File: src/rtl/rvv_isa_pkg.sv
`default_nettype none

// encodings and field types for the supported rvv subset
package rvv_isa_pkg;

    // raw instruction word and register index
    typedef logic [31:0] insn_t;
    typedef logic [4:0]  vreg_addr_t;

    // major opcodes, bits 6:0
    localparam logic [6:0] OPC_LOAD  = 7'h07;
    localparam logic [6:0] OPC_STORE = 7'h27;
    localparam logic [6:0] OPC_OPV   = 7'h57;

    // funct3 of OP-V, bits 14:12
    localparam logic [2:0] F3_IVV = 3'd0;
    localparam logic [2:0] F3_IVI = 3'd3;
    localparam logic [2:0] F3_CFG = 3'd7;

    // funct6 of integer ops, bits 31:26
    localparam logic [5:0] F6_ADD = 6'h00;
    localparam logic [5:0] F6_SUB = 6'h02;
    localparam logic [5:0] F6_AND = 6'h09;
    localparam logic [5:0] F6_OR  = 6'h0A;
    localparam logic [5:0] F6_XOR = 6'h0B;

    // element width, vsew bits 24:23 of vsetvli
    // vsew bit 2 sits in insn bit 25 and must be zero
    typedef enum logic [1:0] {
        SEW_8  = 2'd0,
        SEW_16 = 2'd1,
        SEW_32 = 2'd2,
        SEW_64 = 2'd3
    } sew_t;

    // lane operation handed to the alu
    typedef enum logic [2:0] {
        ALU_ADD = 3'd0,
        ALU_SUB = 3'd1,
        ALU_AND = 3'd2,
        ALU_OR  = 3'd3,
        ALU_XOR = 3'd4
    } alu_op_t;

endpackage

`default_nettype wire

File: src/rtl/core_cfg_pkg.sv
`default_nettype none

// sizes of the vector core and its memory bus
package core_cfg_pkg;

    // register file geometry
    localparam int VLEN     = 64;
    localparam int NUM_VREG = 32;

    // wishbone classic port
    localparam int WB_DATA_W = 32;
    localparam int WB_ADDR_W = 32;

    // one vector register moves in this many bus beats
    localparam int BEATS_PER_VEC = VLEN / WB_DATA_W;
    // byte spacing of memory slots
    localparam int SLOT_BYTES = 8;

    typedef logic [VLEN-1:0]      vec_t;
    typedef logic [WB_DATA_W-1:0] wb_data_t;
    typedef logic [WB_ADDR_W-1:0] wb_addr_t;

endpackage

`default_nettype wire

File: src/rtl/mem_seq.sv
`timescale 1ns/1ns
`default_nettype none

module mem_seq (
    input  logic                     clk,
    input  logic                     rst_n,
    input  logic                     start,
    input  logic                     we,
    input  logic [4:0]               slot,
    input  rvv_isa_pkg::vreg_addr_t  vreg,
    input  core_cfg_pkg::vec_t       st_data,
    output logic                     done,
    output logic                     ld_we,
    output rvv_isa_pkg::vreg_addr_t  ld_waddr,
    output core_cfg_pkg::vec_t       ld_wdata,
    output logic                     wb_cyc,
    output logic                     wb_stb,
    output logic                     wb_we,
    output core_cfg_pkg::wb_addr_t   wb_adr,
    output core_cfg_pkg::wb_data_t   wb_dat_o,
    output logic [3:0]               wb_sel,
    input  core_cfg_pkg::wb_data_t   wb_dat_i,
    input  logic                     wb_ack
);
    import rvv_isa_pkg::*;
    import core_cfg_pkg::*;

    typedef enum logic [1:0] {
        ST_IDLE,
        ST_BEAT,
        ST_GAP
    } state_t;

    state_t     state;
    logic       beat;
    logic       in_beat;
    logic       last_beat;

    // request captured at start
    logic       we_q;
    logic [4:0] slot_q;
    vreg_addr_t vreg_q;
    vec_t       st_data_q;
    // first load word waits here for the second
    wb_data_t   lo_word_q;

    assign in_beat   = (state == ST_BEAT);
    assign last_beat = (beat == 1'(BEATS_PER_VEC - 1));

    // bus signals straight from state
    assign wb_cyc   = in_beat;
    assign wb_stb   = in_beat;
    assign wb_we    = in_beat && we_q;
    assign wb_sel   = '1;
    // slot times 8 plus 4 for the high word
    assign wb_adr   = wb_addr_t'(slot_q) * wb_addr_t'(SLOT_BYTES)
                    + wb_addr_t'(beat) * wb_addr_t'(WB_DATA_W / 8);
    assign wb_dat_o = st_data_q[beat*WB_DATA_W +: WB_DATA_W];

    // end of transfer on the last ack
    assign done     = in_beat && wb_ack && last_beat;
    assign ld_we    = done && !we_q;
    assign ld_waddr = vreg_q;
    assign ld_wdata = {wb_dat_i, lo_word_q};

    always_ff @(posedge clk) begin
        if (!rst_n) begin
            state <= ST_IDLE;
            beat  <= 1'b0;
        end else begin
            case (state)
                ST_IDLE: begin
                    if (start) begin
                        state <= ST_BEAT;
                        beat  <= 1'b0;
                    end
                end
                ST_BEAT: begin
                    // slow ack just keeps us here
                    if (wb_ack) begin
                        state <= last_beat ? ST_IDLE : ST_GAP;
                        beat  <= beat + 1'b1;
                    end
                end
                // one idle bus cycle between beats
                default: state <= ST_BEAT;
            endcase
        end
    end

    always_ff @(posedge clk) begin
        if (state == ST_IDLE && start) begin
            we_q      <= we;
            slot_q    <= slot;
            vreg_q    <= vreg;
            st_data_q <= st_data;
        end
        if (in_beat && wb_ack && !last_beat) begin
            lo_word_q <= wb_dat_i;
        end
    end

    // classic cycle holds the request until ack
    a_stb_held: assert property (@(posedge clk) disable iff (!rst_n)
        wb_stb && !wb_ack |=> wb_stb && $stable(wb_adr) && $stable(wb_we));

endmodule

`default_nettype wire

File: config.mk
export PLATFORM = sky130hd
export DESIGN_NAME = mem_seq
export DESIGN_NICKNAME = d
export VERILOG_FILES = /design/src/rtl/rvv_isa_pkg.sv /design/src/rtl/core_cfg_pkg.sv /design/src/rtl/mem_seq.sv
export SDC_FILE = /design/constraint.sdc
export NUM_CORES = 1
export LEC_CHECK = 0
export BUFFER_PORTS_ARGS = -buffer_cell sky130_fd_sc_hd__clkbuf_2
export CORE_ASPECT_RATIO = 1.5
export CORE_MARGIN = 10
export CORE_UTILIZATION = 43
export CTS_CLUSTER_DIAMETER = 200
export DETAILED_ROUTE_END_ITERATION = 7
export GPL_ROUTABILITY_DRIVEN = 0
export PLACE_DENSITY = 0.79
export REMOVE_ABC_BUFFERS = 1
export SLEW_MARGIN = 5
export SYNTH_ARGS = -nofsm -noshare
export SYNTH_HDL_FRONTEND = slang
export SYNTH_SLANG_ARGS = --single-unit
File: constraint.sdc
create_clock -name clk -period 5.4 [get_ports clk]
set_input_delay 0.54 -clock clk [delete_from_list [all_inputs] [get_ports clk]]
set_output_delay 0.54 -clock clk [all_outputs]
set_load 0.05 [all_outputs]
==> summary.md <==
| Metric | Value |
|---|---|
| Status | complete, no violations |
| Peak VDD IR | 211.7 uV |
| GR peak layer | met2 |
| Drt total wl | 10,200 um |
| Post-synthesis compound-gate area fraction | 0.007911 |
| Crit-path max FO | 37 |
| Vias per std cell | 4.400 |
| Router iterations before antenna repair | 4 |
| EDFF count, synth | 107 |
| Reg2Reg Launch Point | state[0] |
| Critical Path AT | 1.96 ns |
| # setup viols final | 0 |
| CTS Hold Bufs | 0 |
| Most instantiated cells after synthesis | edfxtp_1, buf_4, mux2_1 |
| Root Buffer | clkbuf_16 |
| Min Tclk post-route | 2.500 ns |
| Ys flop type | edfxtp_1 |
| Hold Path Depth | 1 |
| Grt met3 use | 0.07778 |
| FF-to-FF End | st_data_q[18] |
| Crit. End Element | output port |
| Htree depth | 3 |
| Vias in the first global route | 2,622 |
| Least-Margin Pin Slew | 0.8835 ns |
| First-pass GRT wire length | 14,610 um |
| Worst slew margin | 0.4110 |
| F_max | 400.0 MHz |
| Final Max Slew Viols | 0 |
| Starting density of the core | 0.4407 |
| Skew final | 0.007908 ns |
| Hold slack | 0.3760 ns |
| Largest net degree at the start of global routing | 45 |
| Num rows | 44 |
| Post-synthesis sequential area ratio | 0.7665 |
| Leakage | 2.369 nW |
| Die Y | 142.1 um |
| Hold Violations, Final | 0 |
| Register share of total power | 0.515 |
| Top cell type's share of synthesized area | 0.7524 |
| DRT iter0 DRCs | 76 |
| Core Box Area | 0.009689 mm2 |
| #FFs+latches synth | 110 |
| CTS Sinks | 110 |
| CP required | 4.86 ns |
| Synth Area in Adders | 0 |
| GR Util met2 | 0.2416 |
| Comb pwr share | 0.188 |
| # DRC | 0 |
| WL/cell | 18.82 um |
| RSZ-0062 raised after global routing | no |
| Register-to-Register Setup Slack | 3.14 ns |
| Synth warn | 0 |
| Post_cts resized | 0 |
| Mapped Cells | 226 |
| Port Buf Inserts | 222 |
| Antenna Nets Post-Route | 0 |
| Grt ovf | 0 |
| Layout cells sized above 1 | 0.5751 |
| Die width | 101.4 um |
| Synth cell types | 18 |
| Pint | 1.388 mW |
| Crit path kind | flop to output port |
| Hpwl dp | 8513 um |
| Largest family of logic cells by synthesized area | buffers and inverters |
| CTS max path bufs | 2 |
| Critical path launch point type | flop |
| Post-Route Setup TNS | 0 ns |
| Avg Cell Area, Syn | 18.90 um2 |
| Crit path launch | beat |
| Met1 usage | 0.1133 |
| Largest area contributor in the netlist | edfxtp_1 |
| CTS tree | built |
| WHS Endpoint | st_data_q[63] |
| IO Pins | 253 |
| DIE AREA | 0.01440 mm2 |
| Layout Nets | 532 |
| Worst hold-check path type | input pin to flop |
| Switching power total | 579.9 uW |
| Number of buffers created by CTS | 9 |
| Hold_sp | st_data[63] |
| Period utilization | 0.4629 |
| Synth Area in XOR/XNOR | 0 |
| Clock-pin slew on the worst setup and hold paths | 0.07 ns |
| Fraction of registers with async set or reset after synthesis | 0 |
| DR vias | 2,385 |
| Global Route Usage Sum | 0.1319 |
| Synth Cell Area | 0.004270 mm2 |
| Reg2reg path depth | 3 |
| Layout fillers | 780 |
| Multiplexer share of the synthesized area | 0.08438 |
| Count leader, synth | edfxtp_1 |
| Switching Share | 0.2947 |
| Post-CTS setup buffer count | 0 |
| Pwr dens | 364.6 mW/mm2 |
| Max cap viols | 0 |
| Final core occ | 0.5571 |
| Worst-Skew Late Latency | 0.33 ns |
| Largest cells by area after synthesis | edfxtp_1, buf_4, mux2_1, dfxtp_1, buf_6 |
| Clock Power Share | 0.297 |
| Antenna violations before repair | 1 |
| Area grow syn2layout | 26.40% |
| Simple-gate share of the synthesized area | 0.01641 |
==> worst max-delay path, cell delays in order (launching register included) <==
cell and delay, ns:
dfxtp_2 0.91, mux2_1 0.42, clkbuf_2 0.27
==> metal layers <==
layer | vias to the layer above | wire [um]
met2 | 171 | 5344
met4 | 0 | 103
met5 | - | 0
li1 | 1128 | -
met1 | 1079 | 3168
met3 | 7 | 1582
==> how the worst max path moves through the flow <==
stage | end | slack, ns | cells after the start
finish | wb_dat_o[21] | 2.90 | 2
detailed placement | st_data_q[37] | 2.78 | 4
CTS | wb_dat_o[21] | 2.85 | 2
global route | ld_we | 2.77 | 3
floorplan | ld_waddr[0] | 0.86 | 2
global placement | st_data_q[37] | 2.83 | 4
==> registers in the layout, summed over array words and instances (netlist names) <==
signal     count
st_data_q     64
lo_word_q     32
ld_waddr       5
slot_q         5
state          2
beat           1
we_q           1
==> power groups by stage <==
| stage | clock [mW] | combinational [mW] | sequential, mW |
|---|---|---|---|
| 2_1_floorplan | 0 | 0.171 | 1.08 |
| 3_3_place_gp | 0 | 0.368 | 1.03 |
| 3_5_place_dp | 0 | 0.372 | 1.03 |
| 4_1_cts | 0.605 | 0.373 | 1.01 |
| 5_1_grt | 0.639 | 0.388 | 1.02 |
| 6_report | 0.585 | 0.369 | 1.01 |
==> cell usage in the layout (no fill, tap or decap) <==
| cell | synthesis | layout |
|---|---|---|
| inv_6 | 0 | 1 |
| dfxtp_1 | 3 | 2 |
| a21oi_2 | 1 | 1 |
| mux2_2 | 4 | 4 |
| and3_1 | 1 | 1 |
| conb_1 | 2 | 30 |
| clkinv_4 | 0 | 2 |
| edfxtp_1 | 107 | 107 |
| a21boi_2 | 1 | 1 |
| dfxtp_2 | 0 | 1 |
| clkinv_1 | 0 | 2 |
| nor2_1 | 1 | 1 |
| and2_1 | 2 | 2 |
| o31a_1 | 1 | 1 |
| nor2b_2 | 1 | 1 |
| mux2_1 | 28 | 28 |
| clkbuf_2 | 0 | 222 |
| diode_2 | 0 | 1 |
| and4bb_1 | 1 | 1 |
| clkbuf_16 | 0 | 9 |
| o21ai_0 | 1 | 1 |
| buf_4 | 64 | 2 |
| nor2b_1 | 3 | 2 |
| nor2b_4 | 0 | 1 |
| and2b_1 | 1 | 1 |
| clkbuf_1 | 0 | 2 |
==> final cells by class <==
type / count / area (um2) / area share
sequential: 110 / 3274 / 0.6066
multi-input combinational: 76 / 584.3 / 0.1083
clock buffer: 11 / 232.7 / 0.04312
antenna: 1 / 2.502 / 0.0004636
tap: 115 / 143.9 / 0.02666
clock inverter: 5 / 33.78 / 0.006259
timing repair buffer: 224 / 1126 / 0.2086
==> cells by family after synthesis <==
logic type	after synthesis
buf+inv	68
mux	32
compound gates	4
other cells	2
flops	110
simple gates	10
==> through the flow <==
step	total power, mW	setup WS [ns]	instance area [um2]	std cells
2_1_floorplan	1.252	0.8602	3850	186
3_3_place_gp	1.398	2.829	5129	525
3_5_place_dp	1.406	2.780	5129	525
4_1_cts	1.992	2.852	5395	541
5_1_grt	2.045	2.767	5395	541
6_report	1.968	2.900	5398	542
No activity file was read; power rests on OpenSTA's default activity.
