$ cat config.mk
export PLATFORM = sky130hd
export DESIGN_NAME = issue_ctrl
export DESIGN_NICKNAME = d
export VERILOG_FILES = /design/src/rtl/rvv_isa_pkg.sv /design/src/rtl/issue_ctrl.sv
export SDC_FILE = /design/constraint.sdc
export NUM_CORES = 1
export LEC_CHECK = 0
export BUFFER_PORTS_ARGS = -buffer_cell sky130_fd_sc_hd__buf_2
export CAP_MARGIN = 20
export CORE_ASPECT_RATIO = 0.5
export CORE_UTILIZATION = 42
export CTS_CLUSTER_DIAMETER = 40
export DETAILED_ROUTE_END_ITERATION = 10
export PLACE_DENSITY = 0.82
export REMOVE_ABC_BUFFERS = 1
export SLEW_MARGIN = 20
export SYNTH_ARGS = -nofsm -noshare
export SYNTH_HDL_FRONTEND = slang
export SYNTH_SLANG_ARGS = --single-unit
$ cat constraint.sdc
create_clock -name clk -period 2.3 [get_ports clk]
set_input_delay 0.46 -clock clk [delete_from_list [all_inputs] [get_ports clk]]
set_output_delay 0.46 -clock clk [all_outputs]
set_load 0.02 [all_outputs]
$ cat src/rtl/rvv_isa_pkg.sv
`default_nettype none

// encodings and field types for the supported rvv subset
package rvv_isa_pkg;

    // raw instruction word and register index
    typedef logic [31:0] insn_t;
    typedef logic [4:0]  vreg_addr_t;

    // major opcodes, bits 6:0
    localparam logic [6:0] OPC_LOAD  = 7'h07;
    localparam logic [6:0] OPC_STORE = 7'h27;
    localparam logic [6:0] OPC_OPV   = 7'h57;

    // funct3 of OP-V, bits 14:12
    localparam logic [2:0] F3_IVV = 3'd0;
    localparam logic [2:0] F3_IVI = 3'd3;
    localparam logic [2:0] F3_CFG = 3'd7;

    // funct6 of integer ops, bits 31:26
    localparam logic [5:0] F6_ADD = 6'h00;
    localparam logic [5:0] F6_SUB = 6'h02;
    localparam logic [5:0] F6_AND = 6'h09;
    localparam logic [5:0] F6_OR  = 6'h0A;
    localparam logic [5:0] F6_XOR = 6'h0B;

    // element width, vsew bits 24:23 of vsetvli
    // vsew bit 2 sits in insn bit 25 and must be zero
    typedef enum logic [1:0] {
        SEW_8  = 2'd0,
        SEW_16 = 2'd1,
        SEW_32 = 2'd2,
        SEW_64 = 2'd3
    } sew_t;

    // lane operation handed to the alu
    typedef enum logic [2:0] {
        ALU_ADD = 3'd0,
        ALU_SUB = 3'd1,
        ALU_AND = 3'd2,
        ALU_OR  = 3'd3,
        ALU_XOR = 3'd4
    } alu_op_t;

endpackage

`default_nettype wire

$ cat src/rtl/issue_ctrl.sv
`timescale 1ns/1ns
`default_nettype none

module issue_ctrl (
    input  logic                    clk,
    input  logic                    rst_n,
    input  rvv_isa_pkg::insn_t      insn,
    input  logic                    insn_valid,
    output logic                    proc_rdy,
    output rvv_isa_pkg::vreg_addr_t rd_addr_1,
    output rvv_isa_pkg::vreg_addr_t rd_addr_2,
    output rvv_isa_pkg::vreg_addr_t st_addr,
    output logic                    alu_start,
    output rvv_isa_pkg::alu_op_t    alu_op,
    output logic                    use_imm,
    output logic [4:0]              imm,
    output rvv_isa_pkg::sew_t       sew,
    output rvv_isa_pkg::vreg_addr_t alu_dest,
    output logic                    mem_start,
    output logic                    mem_we,
    output logic [4:0]              mem_slot,
    output rvv_isa_pkg::vreg_addr_t mem_vreg,
    input  logic                    mem_done
);
    import rvv_isa_pkg::*;

    // fetch register
    insn_t      insn_q;
    logic       insn_q_valid;

    // decoded fields
    logic [6:0] opcode;
    logic [2:0] funct3;
    logic [5:0] funct6;
    logic       is_opv;
    logic       is_alu;
    logic       is_cfg;
    logic       is_mem;
    logic       op_known;

    // one pending alu writeback
    vreg_addr_t inflight_dest;
    logic       inflight_valid;
    logic       hazard;
    logic       mem_busy;

    // field split of the held instruction
    assign opcode    = insn_q[6:0];
    assign funct3    = insn_q[14:12];
    assign funct6    = insn_q[31:26];
    assign rd_addr_1 = insn_q[19:15];
    assign rd_addr_2 = insn_q[24:20];
    // vd of alu and load ops or vs3 of a store
    assign st_addr   = insn_q[11:7];
    assign alu_dest  = insn_q[11:7];
    assign mem_vreg  = insn_q[11:7];
    // rs1 field doubles as immediate and memory slot
    assign imm       = insn_q[19:15];
    assign mem_slot  = insn_q[19:15];

    // funct6 to alu op
    always_comb begin
        op_known = 1'b1;
        case (funct6)
            F6_ADD:  alu_op = ALU_ADD;
            F6_SUB:  alu_op = ALU_SUB;
            F6_AND:  alu_op = ALU_AND;
            F6_OR:   alu_op = ALU_OR;
            F6_XOR:  alu_op = ALU_XOR;
            default: begin
                alu_op   = ALU_ADD;
                op_known = 1'b0;
            end
        endcase
    end

    assign is_opv  = insn_q_valid && (opcode == OPC_OPV);
    assign use_imm = (funct3 == F3_IVI);
    assign is_alu  = is_opv && op_known && ((funct3 == F3_IVV) || use_imm);
    // vsetvli only with vsew bit 2 clear
    assign is_cfg  = is_opv && (funct3 == F3_CFG) && !insn_q[31] && !insn_q[25];
    assign is_mem  = insn_q_valid && ((opcode == OPC_LOAD) || (opcode == OPC_STORE));
    assign mem_we  = (opcode == OPC_STORE);

    // sources still waiting for the alu result
    // memory ops wait on any pending result including the store source
    always_comb begin
        hazard = 1'b0;
        if (inflight_valid) begin
            if (is_alu && !use_imm && (rd_addr_1 == inflight_dest)) begin
                hazard = 1'b1;
            end
            if (is_alu && (rd_addr_2 == inflight_dest)) begin
                hazard = 1'b1;
            end
            if (is_mem) begin
                hazard = 1'b1;
            end
        end
    end

    assign alu_start = is_alu && !hazard;
    assign mem_start = is_mem && !hazard;
    // nothing is taken while stalled or while the bus is in use
    assign proc_rdy  = !(hazard || mem_busy || mem_start);

    always_ff @(posedge clk) begin
        if (proc_rdy) begin
            insn_q <= insn;
        end
    end

    always_ff @(posedge clk) begin
        if (!rst_n) begin
            insn_q_valid   <= 1'b0;
            inflight_valid <= 1'b0;
            inflight_dest  <= '0;
            mem_busy       <= 1'b0;
            sew            <= SEW_8;
        end else begin
            // load when ready, hold when stalled, drop once consumed
            if (proc_rdy) begin
                insn_q_valid <= insn_valid;
            end else if (!hazard) begin
                insn_q_valid <= 1'b0;
            end
            // result lands in the regfile one edge after it clears
            inflight_valid <= alu_start;
            if (alu_start) begin
                inflight_dest <= alu_dest;
            end
            if (mem_start) begin
                mem_busy <= 1'b1;
            end else if (mem_done) begin
                mem_busy <= 1'b0;
            end
            if (is_cfg) begin
                sew <= sew_t'(insn_q[24:23]);
            end
        end
    end

endmodule

`default_nettype wire

==> impl_metrics.env, run 1 <==
export IMPL_synth_edf_count=32
export IMPL_holdWs_ns=0.342
export IMPL_synth_seq_cells=42
export IMPL_crit_type="register to output port"
export IMPL_synthCells=149
export IMPL_leakagePower_nw=1.04
export IMPL_ctsHoldBuffers=0
export IMPL_start_util=0.463
export IMPL_layout_commonest_cell="buf_2"
export IMPL_fin_skew_ns=0.00594
export IMPL_layout_nets=242
export IMPL_grt_pass1_wl_mm=5.42
export IMPL_grt_setup_unrepaired="true"
export IMPL_crit_arrival_ns=1.79
export IMPL_gp_congestion=0.739
export IMPL_timing_final_ws_setup_ns=0.0459
export IMPL_cts_buffer_depth=2
export IMPL_tightest_slew_ns=0.391
export IMPL_post_synth_cell_area_avg_um2=12.8
export IMPL_power_density_mw_per_mm2=671
export IMPL_clock_latency_ns=0.29
export IMPL_max_freq_mhz=444
export IMPL_grt_total_usage=0.149
export IMPL_io_buffers=80
export IMPL_wl_per_cell_um=13.5
export IMPL_area_delta_synth_final_pct=19.1
export IMPL_cts_num_sinks=42
export IMPL_crit_family="simple AND/OR/NAND/NOR gates"
export IMPL_htreeDepth=2
export IMPL_via_count=1183
export IMPL_required_ns=1.84
export IMPL_final_layout_size_suffix_gt1_frac=0.488
export IMPL_die_h_um=49.6
export IMPL_slew_violations=0
export IMPL_core_area_mm2=0.00410
export IMPL_power_switching_w=0.000342
export IMPL_cp_cell_sequence="xor2_1 > nor4_1 > and3_2 > o21ai_2 > and3b_1 > buf_6"
export IMPL_antenna_found_initial=0
export IMPL_routed_wl_mm=3.52
export IMPL_status="complete, no violations"
export IMPL_setup_viol=0
export IMPL_swShare=0.225
export IMPL_fill_cells=334
export IMPL_drc=0
export IMPL_synthDistinctLibCells=25
export IMPL_die_width_um=97.1
export IMPL_cpMaxStageDelayCell="edfxtp_1"
export IMPL_utilization=0.552
export IMPL_setup_tns_ns=0
export IMPL_combPwrFrac=0.094
export IMPL_final_period_utilization=0.980
export IMPL_cpPeakStageDelay_ns=0.44
export IMPL_cts_tree="yes"
export IMPL_clk_pin_slew_ns=0.08
export IMPL_grt_pass1_vias=1193
export IMPL_numPlacedInstances=250
export IMPL_p_seq_frac=0.574
export IMPL_grt_max_degree=23
export IMPL_root_buffer="clkbuf_8"
export IMPL_antenna_left=0
export IMPL_dieArea_mm2=0.00481
export IMPL_ys_flop_type="edfxtp_1"
export IMPL_fin_crit_ns=2.25
export IMPL_top_level_ports=81
export IMPL_multi_input_area_um2=472
export IMPL_min_path_type="input pin to register"
export IMPL_intPower_w=0.00118
export IMPL_maxSlewHeadroom=0.739
export IMPL_drv_cap=0
export IMPL_ir_worst_vdd_mv=0.272
export IMPL_seq_area_frac_synth=0.611
export IMPL_synthArstFlopShare=0
export IMPL_drt_pass1_iter_count=4
export IMPL_final_cell_mix="buf_2 (79), edfxtp_1 (32), nand2_1 (14), dfxtp_1 (10), nor2_1 (9)"
export IMPL_diodes=0
export IMPL_fin_cells=261
export IMPL_via_per_inst=4.53
export IMPL_yosys_warnings=0
export IMPL_netlist_area_mm2=0.00190
export IMPL_rows=16
export IMPL_p_clk_frac=0.333
export IMPL_dpl_worst_slack_ns=0.164
export IMPL_regArea_mm2=0.00116
export IMPL_overflow=0
export IMPL_crit_fanout=3
export IMPL_hold_viol_final=0
export IMPL_cts_buffers=5
export IMPL_start_kind="register"
export IMPL_cp_end_kind="output port"
export IMPL_path_buf_inv=1
export IMPL_drt_iter0_drc=43
export IMPL_hpwl_mm=2.75
-- cell families after synthesis --
family / count (synthesis) / share of synthesized area
XOR/XNOR: 12 / 0.0553
AND/OR/NAND/NOR: 43 / 0.132
buffers and inverters: 39 / 0.146
flip-flops: 42 / 0.611
AO/OA/AOI/OAI: 5 / 0.0132
multiplexers: 8 / 0.0421
-- synthesized netlist by cell type, drive strengths merged (4+ instances only) --
cell type / instances / area [um^2]
and3: 5 / 32.5
buf: 35 / 263
dfxtp: 10 / 200
edfxtp: 32 / 961
mux2i: 8 / 80.1
nand2: 14 / 52.6
nor2: 9 / 33.8
xnor2: 4 / 35.0
xor2: 8 / 70.1
-- state kept, by name (all words and copies together), names as in the netlist --
name and count:
inflight_dest 5, inflight_valid 1, insn_q 32, insn_q_valid 1, mem_busy 1, sew 2
-- final timing paths --
check / cells after the start / startpoint / slack (ns) / to
worst min-delay path: 1 / insn[24] / 0.34 / insn_q[24]
worst max-delay path: 6 / insn_q[23] / 0.05 / proc_rdy
worst max register to register: 6 / insn_q[23] / 0.40 / insn_q[2]
worst min register to register: 2 / inflight_dest[0] / 0.51 / inflight_dest[0]
-- what timing repair did --
action                                  4_1_cts  5_1_grt
pin swaps                                     2        3
endpoints found under the setup margin        1        2
resized for setup                             2        4
cloned                                        0        0
setup buffers                                 2        2
-- metrics by stage --
step | power (W) | area, um^2
finish | 0.00152 | 2260
global route | 0.00158 | 2260
CTS | 0.00153 | 2240
detailed placement | 0.00103 | 2120
global placement | 0.00102 | 2120
floorplan | 0.000955 | 1630
-- power groups by stage --
stage | combinational [W] | sequential, W | clock [W]
final | 0.000143 | 0.000871 | 0.000505
after global routing | 0.000153 | 0.000875 | 0.000551
after CTS | 0.000142 | 0.000871 | 0.000514
after detailed placement | 0.000141 | 0.000888 | 0
after global placement | 0.000139 | 0.000886 | 0
after floorplan | 0.0000252 | 0.000929 | 0
-- worst reg2reg max path, cell delays in order (launching register included) --
cell      delay, ns
edfxtp_1       0.44
xor2_1         0.17
nor4_1         0.29
and3_2         0.24
o21ai_2        0.06
and3b_1        0.21
buf_4          0.23
-- final cells by class --
cell class / instances / share of cell area
Tap cell: 54 / 0.0299
Clock inverter: 1 / 0.00166
Clock buffer: 7 / 0.0426
Multi-Input combinational cell: 68 / 0.208
Sequential cell: 42 / 0.513
Inverter: 3 / 0.00498
Timing Repair Buffer: 86 / 0.200
-- metal layers --
| metal | global-route usage | wire [um] | vias up |
|---|---|---|---|
| li1 | - | - | 596 |
| met1 | 0.162 | 1390 | 557 |
| met2 | 0.271 | 1950 | 25 |
| met3 | 0.0411 | 138 | 5 |
| met4 | 0.0746 | 44 | 0 |
| met5 | 0 | 0 | - |
Power figures use the tool's default switching activity.
==> run 2, diff against run 1 <==
--- a/config.mk
+++ b/config.mk
@@ -11,7 +11,7 @@
 export CORE_UTILIZATION = 42
 export CTS_CLUSTER_DIAMETER = 40
 export DETAILED_ROUTE_END_ITERATION = 10
-export PLACE_DENSITY = 0.82
+export PLACE_DENSITY = 0.75
 export REMOVE_ABC_BUFFERS = 1
 export SLEW_MARGIN = 20
 export SYNTH_ARGS = -nofsm -noshare
==> constraint.sdc (replaced) <==
create_clock -name clk -period 2.3 [get_ports clk]
set_input_delay 0.23 -clock clk [delete_from_list [all_inputs] [get_ports clk]]
set_output_delay 0.23 -clock clk [all_outputs]
set_load 0.02 [all_outputs]
==> impl_metrics.env, run 2 (synthesis gave the netlist of run 1 again) <==
export IMPL_fin_crit_ns=2.16
export IMPL_min_from="insn[24]"
export IMPL_r2r_cells=6
export IMPL_leakagePower_nw=1.03
export IMPL_grt_pass1_vias=1206
export IMPL_area_delta_synth_final_pct=18.1
export IMPL_required_ns=2.07
export IMPL_root_buffer="clkbuf_8"
export IMPL_drt_pass1_iter_count=4
export IMPL_htreeDepth=2
export IMPL_layout_commonest_cell="buf_2"
export IMPL_ctsHoldBuffers=0
export IMPL_timing_final_ws_setup_ns=0.141
export IMPL_antenna_left=0
export IMPL_final_layout_size_suffix_gt1_frac=0.473
export IMPL_post_cts_repair_setup_buffers=0
export IMPL_maxSlewHeadroom=0.730
export IMPL_crit_arrival_ns=1.93
export IMPL_reg_top3="insn_q: 32 flops, inflight_dest: 5 flops, sew: 2 flops"
export IMPL_die_h_um=49.6
export IMPL_crit_family="simple AND/OR/NAND/NOR gates"
export IMPL_drv_cap=0
export IMPL_gp_congestion=0.750
export IMPL_drc=0
export IMPL_die_width_um=97.1
export IMPL_rr_startpoint="insn_q[23]"
export IMPL_cpMaxStageDelayCell="edfxtp_1"
export IMPL_cts_num_sinks=42
export IMPL_rows=16
export IMPL_grt_pass1_wl_mm=5.41
export IMPL_cts_tree="yes"
export IMPL_top_usage_layer="met2"
export IMPL_slew_violations=0
export IMPL_cts_buffer_depth=2
export IMPL_largest_reg_flops=32
export IMPL_via_count=1186
export IMPL_routed_wl_mm=3.44
export IMPL_place_area_mm2=0.00212
export IMPL_grt_total_usage=0.148
export IMPL_antenna_found_initial=0
export IMPL_hold_viol_final=0
export IMPL_met1_usage=0.168
export IMPL_core_area_mm2=0.00410
export IMPL_reg2reg_slack_ns=0.29
export IMPL_start_util=0.463
export IMPL_grt_setup_unrepaired="false"
export IMPL_start_kind="register"
export IMPL_diodes=0
export IMPL_dieArea_mm2=0.00481
export IMPL_dpl_worst_slack_ns=0.319
export IMPL_drt_iter0_drc=44
export IMPL_status="complete, no violations"
export IMPL_ir_worst_vdd_mv=0.318
export IMPL_cpPeakStageDelay_ns=0.43
export IMPL_cts_buffers=5
export IMPL_cp_end_kind="output port"
export IMPL_top_level_ports=81
export IMPL_clock_latency_ns=0.30
export IMPL_via_per_inst=4.61
export IMPL_final_period_utilization=0.939
export IMPL_min_path_type="input pin to register"
export IMPL_grt_max_degree=21
export IMPL_hpwl_mm=2.71
export IMPL_max_freq_mhz=463
export IMPL_crit_fanout=4
export IMPL_wl_per_cell_um=13.4
export IMPL_crit_type="register to output port"
export IMPL_path_buf_inv=1
export IMPL_gr_usage_met2=0.241
export IMPL_fill_cells=356
export IMPL_layout_nets=239
export IMPL_reg2reg_to="insn_q[22]"
export IMPL_final_cell_mix="buf_2 (80), edfxtp_1 (32), nand2_1 (14), dfxtp_1 (10), nor2_1 (9)"
export IMPL_setup_viol=0
export IMPL_top_register="insn_q"
export IMPL_power_density_mw_per_mm2=710
export IMPL_hold_path_end="insn_q[24]"
export IMPL_io_buffers=80
export IMPL_cp_cell_sequence="xor2_1 > nor4_1 > and3_2 > o21ai_0 > and3b_1 > buf_2"
export IMPL_finalInstanceArea_mm2=0.00224
export IMPL_clk_pin_slew_ns=0.08
export IMPL_hold_path_depth=1
export IMPL_fin_skew_ns=0.0115
export IMPL_gr_usage_met3=0.0624
export IMPL_tightest_slew_ns=0.404
export IMPL_overflow=0
run 2: cell count changes in the layout (fill, tap and decap cells not counted), sizes merged:
cell and delta:
clkbuf -1, bufinv +1, clkinv -1, buf -3
run 2: worst reg2reg max path, delay by kind of cell (launching register included):
| kind | cells | cell delay [ns] |
|---|---|---|
| and+or+nand+nor | 3 | 0.55 |
| DFF | 1 | 0.43 |
| AOI/OAI and AO/OA | 1 | 0.28 |
| xor gates and xnor gates | 1 | 0.16 |
| buffers and inverters | 1 | 0.28 |
run 2: power breakdown:
group	switching, W	internal, W
Combinational	0.0000838	0.0000572
Sequential	0.0000226	0.000848
Clock	0.000235	0.000347
run 2: per-layer routing:
metal | vias to the layer above | share of wire
met5 | - | 0
met4 | 0 | 0.012
met3 | 6 | 0.071
met2 | 38 | 0.50
met1 | 553 | 0.41
li1 | 589 | -
run 2: cell type report:
type	instances	area, um^2	share of cell area
clock buffers	6	82.6	0.0368
clock inverters	1	30.0	0.0134
inverters	3	11.3	0.00502
multi-input cells	68	469	0.209
flip-flops and latches	42	1160	0.517
well taps	54	67.6	0.0301
repair buffers	83	423	0.188
run 2: through the flow:
stage                     TNS [ns]  hold WS, ns  std cells  total power (W)  utilization
after floorplan              -8.76        0.329        113         0.000955            -
after global placement           0        0.406        250          0.00103        0.518
after detailed placement         0        0.408        250          0.00103        0.518
after CTS                        0        0.102        257          0.00160        0.545
after global routing             0       0.0952        257          0.00165        0.547
final                            0        0.103        257          0.00159        0.547
run 2: what timing repair did:
| action | CTS | global route |
|---|---|---|
| setup endpoints to repair | 0 | 1 |
| endpoints found under the hold margin | 0 | 0 |
| resized for setup | 0 | 2 |
run 2: worst max path at each step:
stage	startpoint	endpoint	cells after the start
after floorplan	insn_q[18]	insn_q[0]	5
after global placement	insn_q[23]	insn_q[8]	6
after detailed placement	insn_q[23]	insn_q[8]	6
after CTS	insn_q[23]	proc_rdy	6
after global routing	insn_q[28]	proc_rdy	6
final	insn_q[23]	proc_rdy	6
==> run 3, diff against run 2 <==
--- a/config.mk
+++ b/config.mk
@@ -5,13 +5,12 @@
 export SDC_FILE = /design/constraint.sdc
 export NUM_CORES = 1
 export LEC_CHECK = 0
-export BUFFER_PORTS_ARGS = -buffer_cell sky130_fd_sc_hd__buf_2
 export CAP_MARGIN = 20
 export CORE_ASPECT_RATIO = 0.5
-export CORE_UTILIZATION = 42
+export CORE_UTILIZATION = 45
 export CTS_CLUSTER_DIAMETER = 40
 export DETAILED_ROUTE_END_ITERATION = 10
-export PLACE_DENSITY = 0.75
+export DONT_BUFFER_PORTS = 1
 export REMOVE_ABC_BUFFERS = 1
 export SLEW_MARGIN = 20
 export SYNTH_ARGS = -nofsm -noshare
==> impl_metrics.env, run 3 (synthesis gave the netlist of run 1 again) <==
export IMPL_required_ns=2.07
export IMPL_htreeDepth=2
export IMPL_final_layout_size_suffix_gt1_frac=0.188
export IMPL_grt_max_degree=25
export IMPL_cts_tree="yes"
export IMPL_power_density_mw_per_mm2=799
export IMPL_hold_viol_final=0
export IMPL_power_switching_w=0.000330
export IMPL_crit_arrival_ns=1.96
export IMPL_wl_per_cell_um=15.6
export IMPL_hpwl_mm=2.21
export IMPL_fin_crit_ns=2.19
export IMPL_maxSlewHeadroom=0.612
export IMPL_final_cell_mix="edfxtp_1 (32), nand2_1 (14), buf_4 (12), dfxtp_1 (10), nor2_1 (9)"
export IMPL_tightest_slew_ns=0.582
export IMPL_start_util=0.479
export IMPL_finalInstanceArea_mm2=0.00190
export IMPL_drc=0
export IMPL_rr_startpoint="insn_q[23]"
export IMPL_reg2reg_to="insn_q[9]"
export IMPL_largest_reg_flops=32
export IMPL_min_path_type="input pin to register"
export IMPL_clock_latency_ns=0.29
export IMPL_cts_num_sinks=42
export IMPL_setup_viol=0
export IMPL_top_register="insn_q"
export IMPL_post_cts_resized=0
export IMPL_r2r_cells=6
export IMPL_io_buffers=0
export IMPL_reg_top3="insn_q: 32 flops, inflight_dest: 5 flops, sew: 2 flops"
export IMPL_grt_total_usage=0.134
export IMPL_reg2reg_slack_ns=0.19
export IMPL_swShare=0.217
export IMPL_start_kind="register"
export IMPL_max_freq_mhz=457
export IMPL_post_cts_repair_setup_buffers=0
export IMPL_holdWs_ns=0.0280
export IMPL_fin_cells=187
export IMPL_combPwrFrac=0.041
export IMPL_drt_iter0_drc=38
export IMPL_diodes=0
export IMPL_via_per_inst=4.81
export IMPL_intPower_w=0.00119
export IMPL_core_area_mm2=0.00396
export IMPL_numPlacedInstances=179
export IMPL_clk_pin_slew_ns=0.08
export IMPL_final_period_utilization=0.952
export IMPL_slew_violations=0
export IMPL_utilization=0.479
export IMPL_die_h_um=48.0
export IMPL_area_delta_synth_final_pct=-0.000158
export IMPL_top_level_ports=81
export IMPL_rows=16
export IMPL_status="complete, no violations"
export IMPL_cp_end_kind="output port"
export IMPL_routed_wl_mm=2.92
export IMPL_hold_path_end="insn_q[21]"
export IMPL_leakagePower_nw=0.745
export IMPL_crit_type="register to output port"
export IMPL_antenna_left=0
export IMPL_grt_setup_unrepaired="false"
export IMPL_place_area_mm2=0.00179
export IMPL_min_from="insn[21]"
export IMPL_root_buffer="clkbuf_8"
export IMPL_die_width_um=93.9
export IMPL_p_clk_frac=0.370
export IMPL_p_seq_frac=0.589
export IMPL_layout_nets=168
export IMPL_grt_pass1_wl_mm=4.19
export IMPL_drt_pass1_iter_count=4
export IMPL_ir_worst_vdd_mv=0.459
export IMPL_grt_pass1_vias=897
export IMPL_layout_commonest_cell="edfxtp_1"
export IMPL_cts_buffers=5
export IMPL_antenna_found_initial=0
export IMPL_cts_buffer_depth=2
export IMPL_ctsHoldBuffers=0
export IMPL_crit_fanout=3
export IMPL_via_count=900
export IMPL_gp_congestion=0.714
export IMPL_dieArea_mm2=0.00450
export IMPL_hold_path_depth=0
export IMPL_fin_skew_ns=0.00777
export IMPL_drv_cap=0
export IMPL_overflow=0
run 3: final cells by class:
class / instances / area, um^2
clock buffer: 5 / 68.8
clock inverter: 3 / 40.0
fill: 372 / 2060
inverter: 3 / 11.3
multi-input combinational: 68 / 462
sequential: 42 / 1160
tap: 54 / 67.6
timing repair buffer: 12 / 90.1
run 3: worst max-delay path, cell delays in order (launching register included):
cell and delay [ns]:
edfxtp_1 0.52, xor2_1 0.19, nor4_1 0.31, and3_1 0.23, o21ai_0 0.12, and3b_1 0.30
run 3: routing by layer:
| layer | track usage | wire length (um) |
|---|---|---|
| met5 | 0 | 0 |
| met4 | 0.0554 | 40 |
| met3 | 0.0667 | 202 |
| met2 | 0.225 | 1360 |
| met1 | 0.153 | 1310 |
run 3: power by group through the flow:
stage / logic, W / registers, W / clock network, W
finish: 0.0000618 / 0.000895 / 0.000562
global route: 0.0000677 / 0.000900 / 0.000611
CTS: 0.0000626 / 0.000896 / 0.000582
detailed placement: 0.0000624 / 0.000913 / 0
global placement: 0.0000620 / 0.000912 / 0
floorplan: 0.0000252 / 0.000929 / 0
run 3: worst max-delay path by stage:
| stage | startpoint | end | slack (ns) |
|---|---|---|---|
| 6_report | insn_q[23] | proc_rdy | 0.11 |
| 5_1_grt | insn_q[23] | proc_rdy | 0.007 |
| 4_1_cts | insn_q[23] | proc_rdy | 0.09 |
| 3_5_place_dp | insn_q[23] | insn_q[9] | 0.23 |
| 3_3_place_gp | insn_q[23] | insn_q[9] | 0.28 |
| 2_1_floorplan | insn_q[18] | insn_q[0] | -0.27 |
run 3: stage by stage:
| step | setup slack (ns) | power (W) | TNS, ns |
|---|---|---|---|
| final | 0.111 | 0.00152 | 0 |
| after global routing | 0.00652 | 0.00158 | 0 |
| after CTS | 0.0887 | 0.00154 | 0 |
| after detailed placement | 0.228 | 0.000976 | 0 |
| after global placement | 0.285 | 0.000974 | 0 |
| after floorplan | -0.274 | 0.000955 | -8.76 |
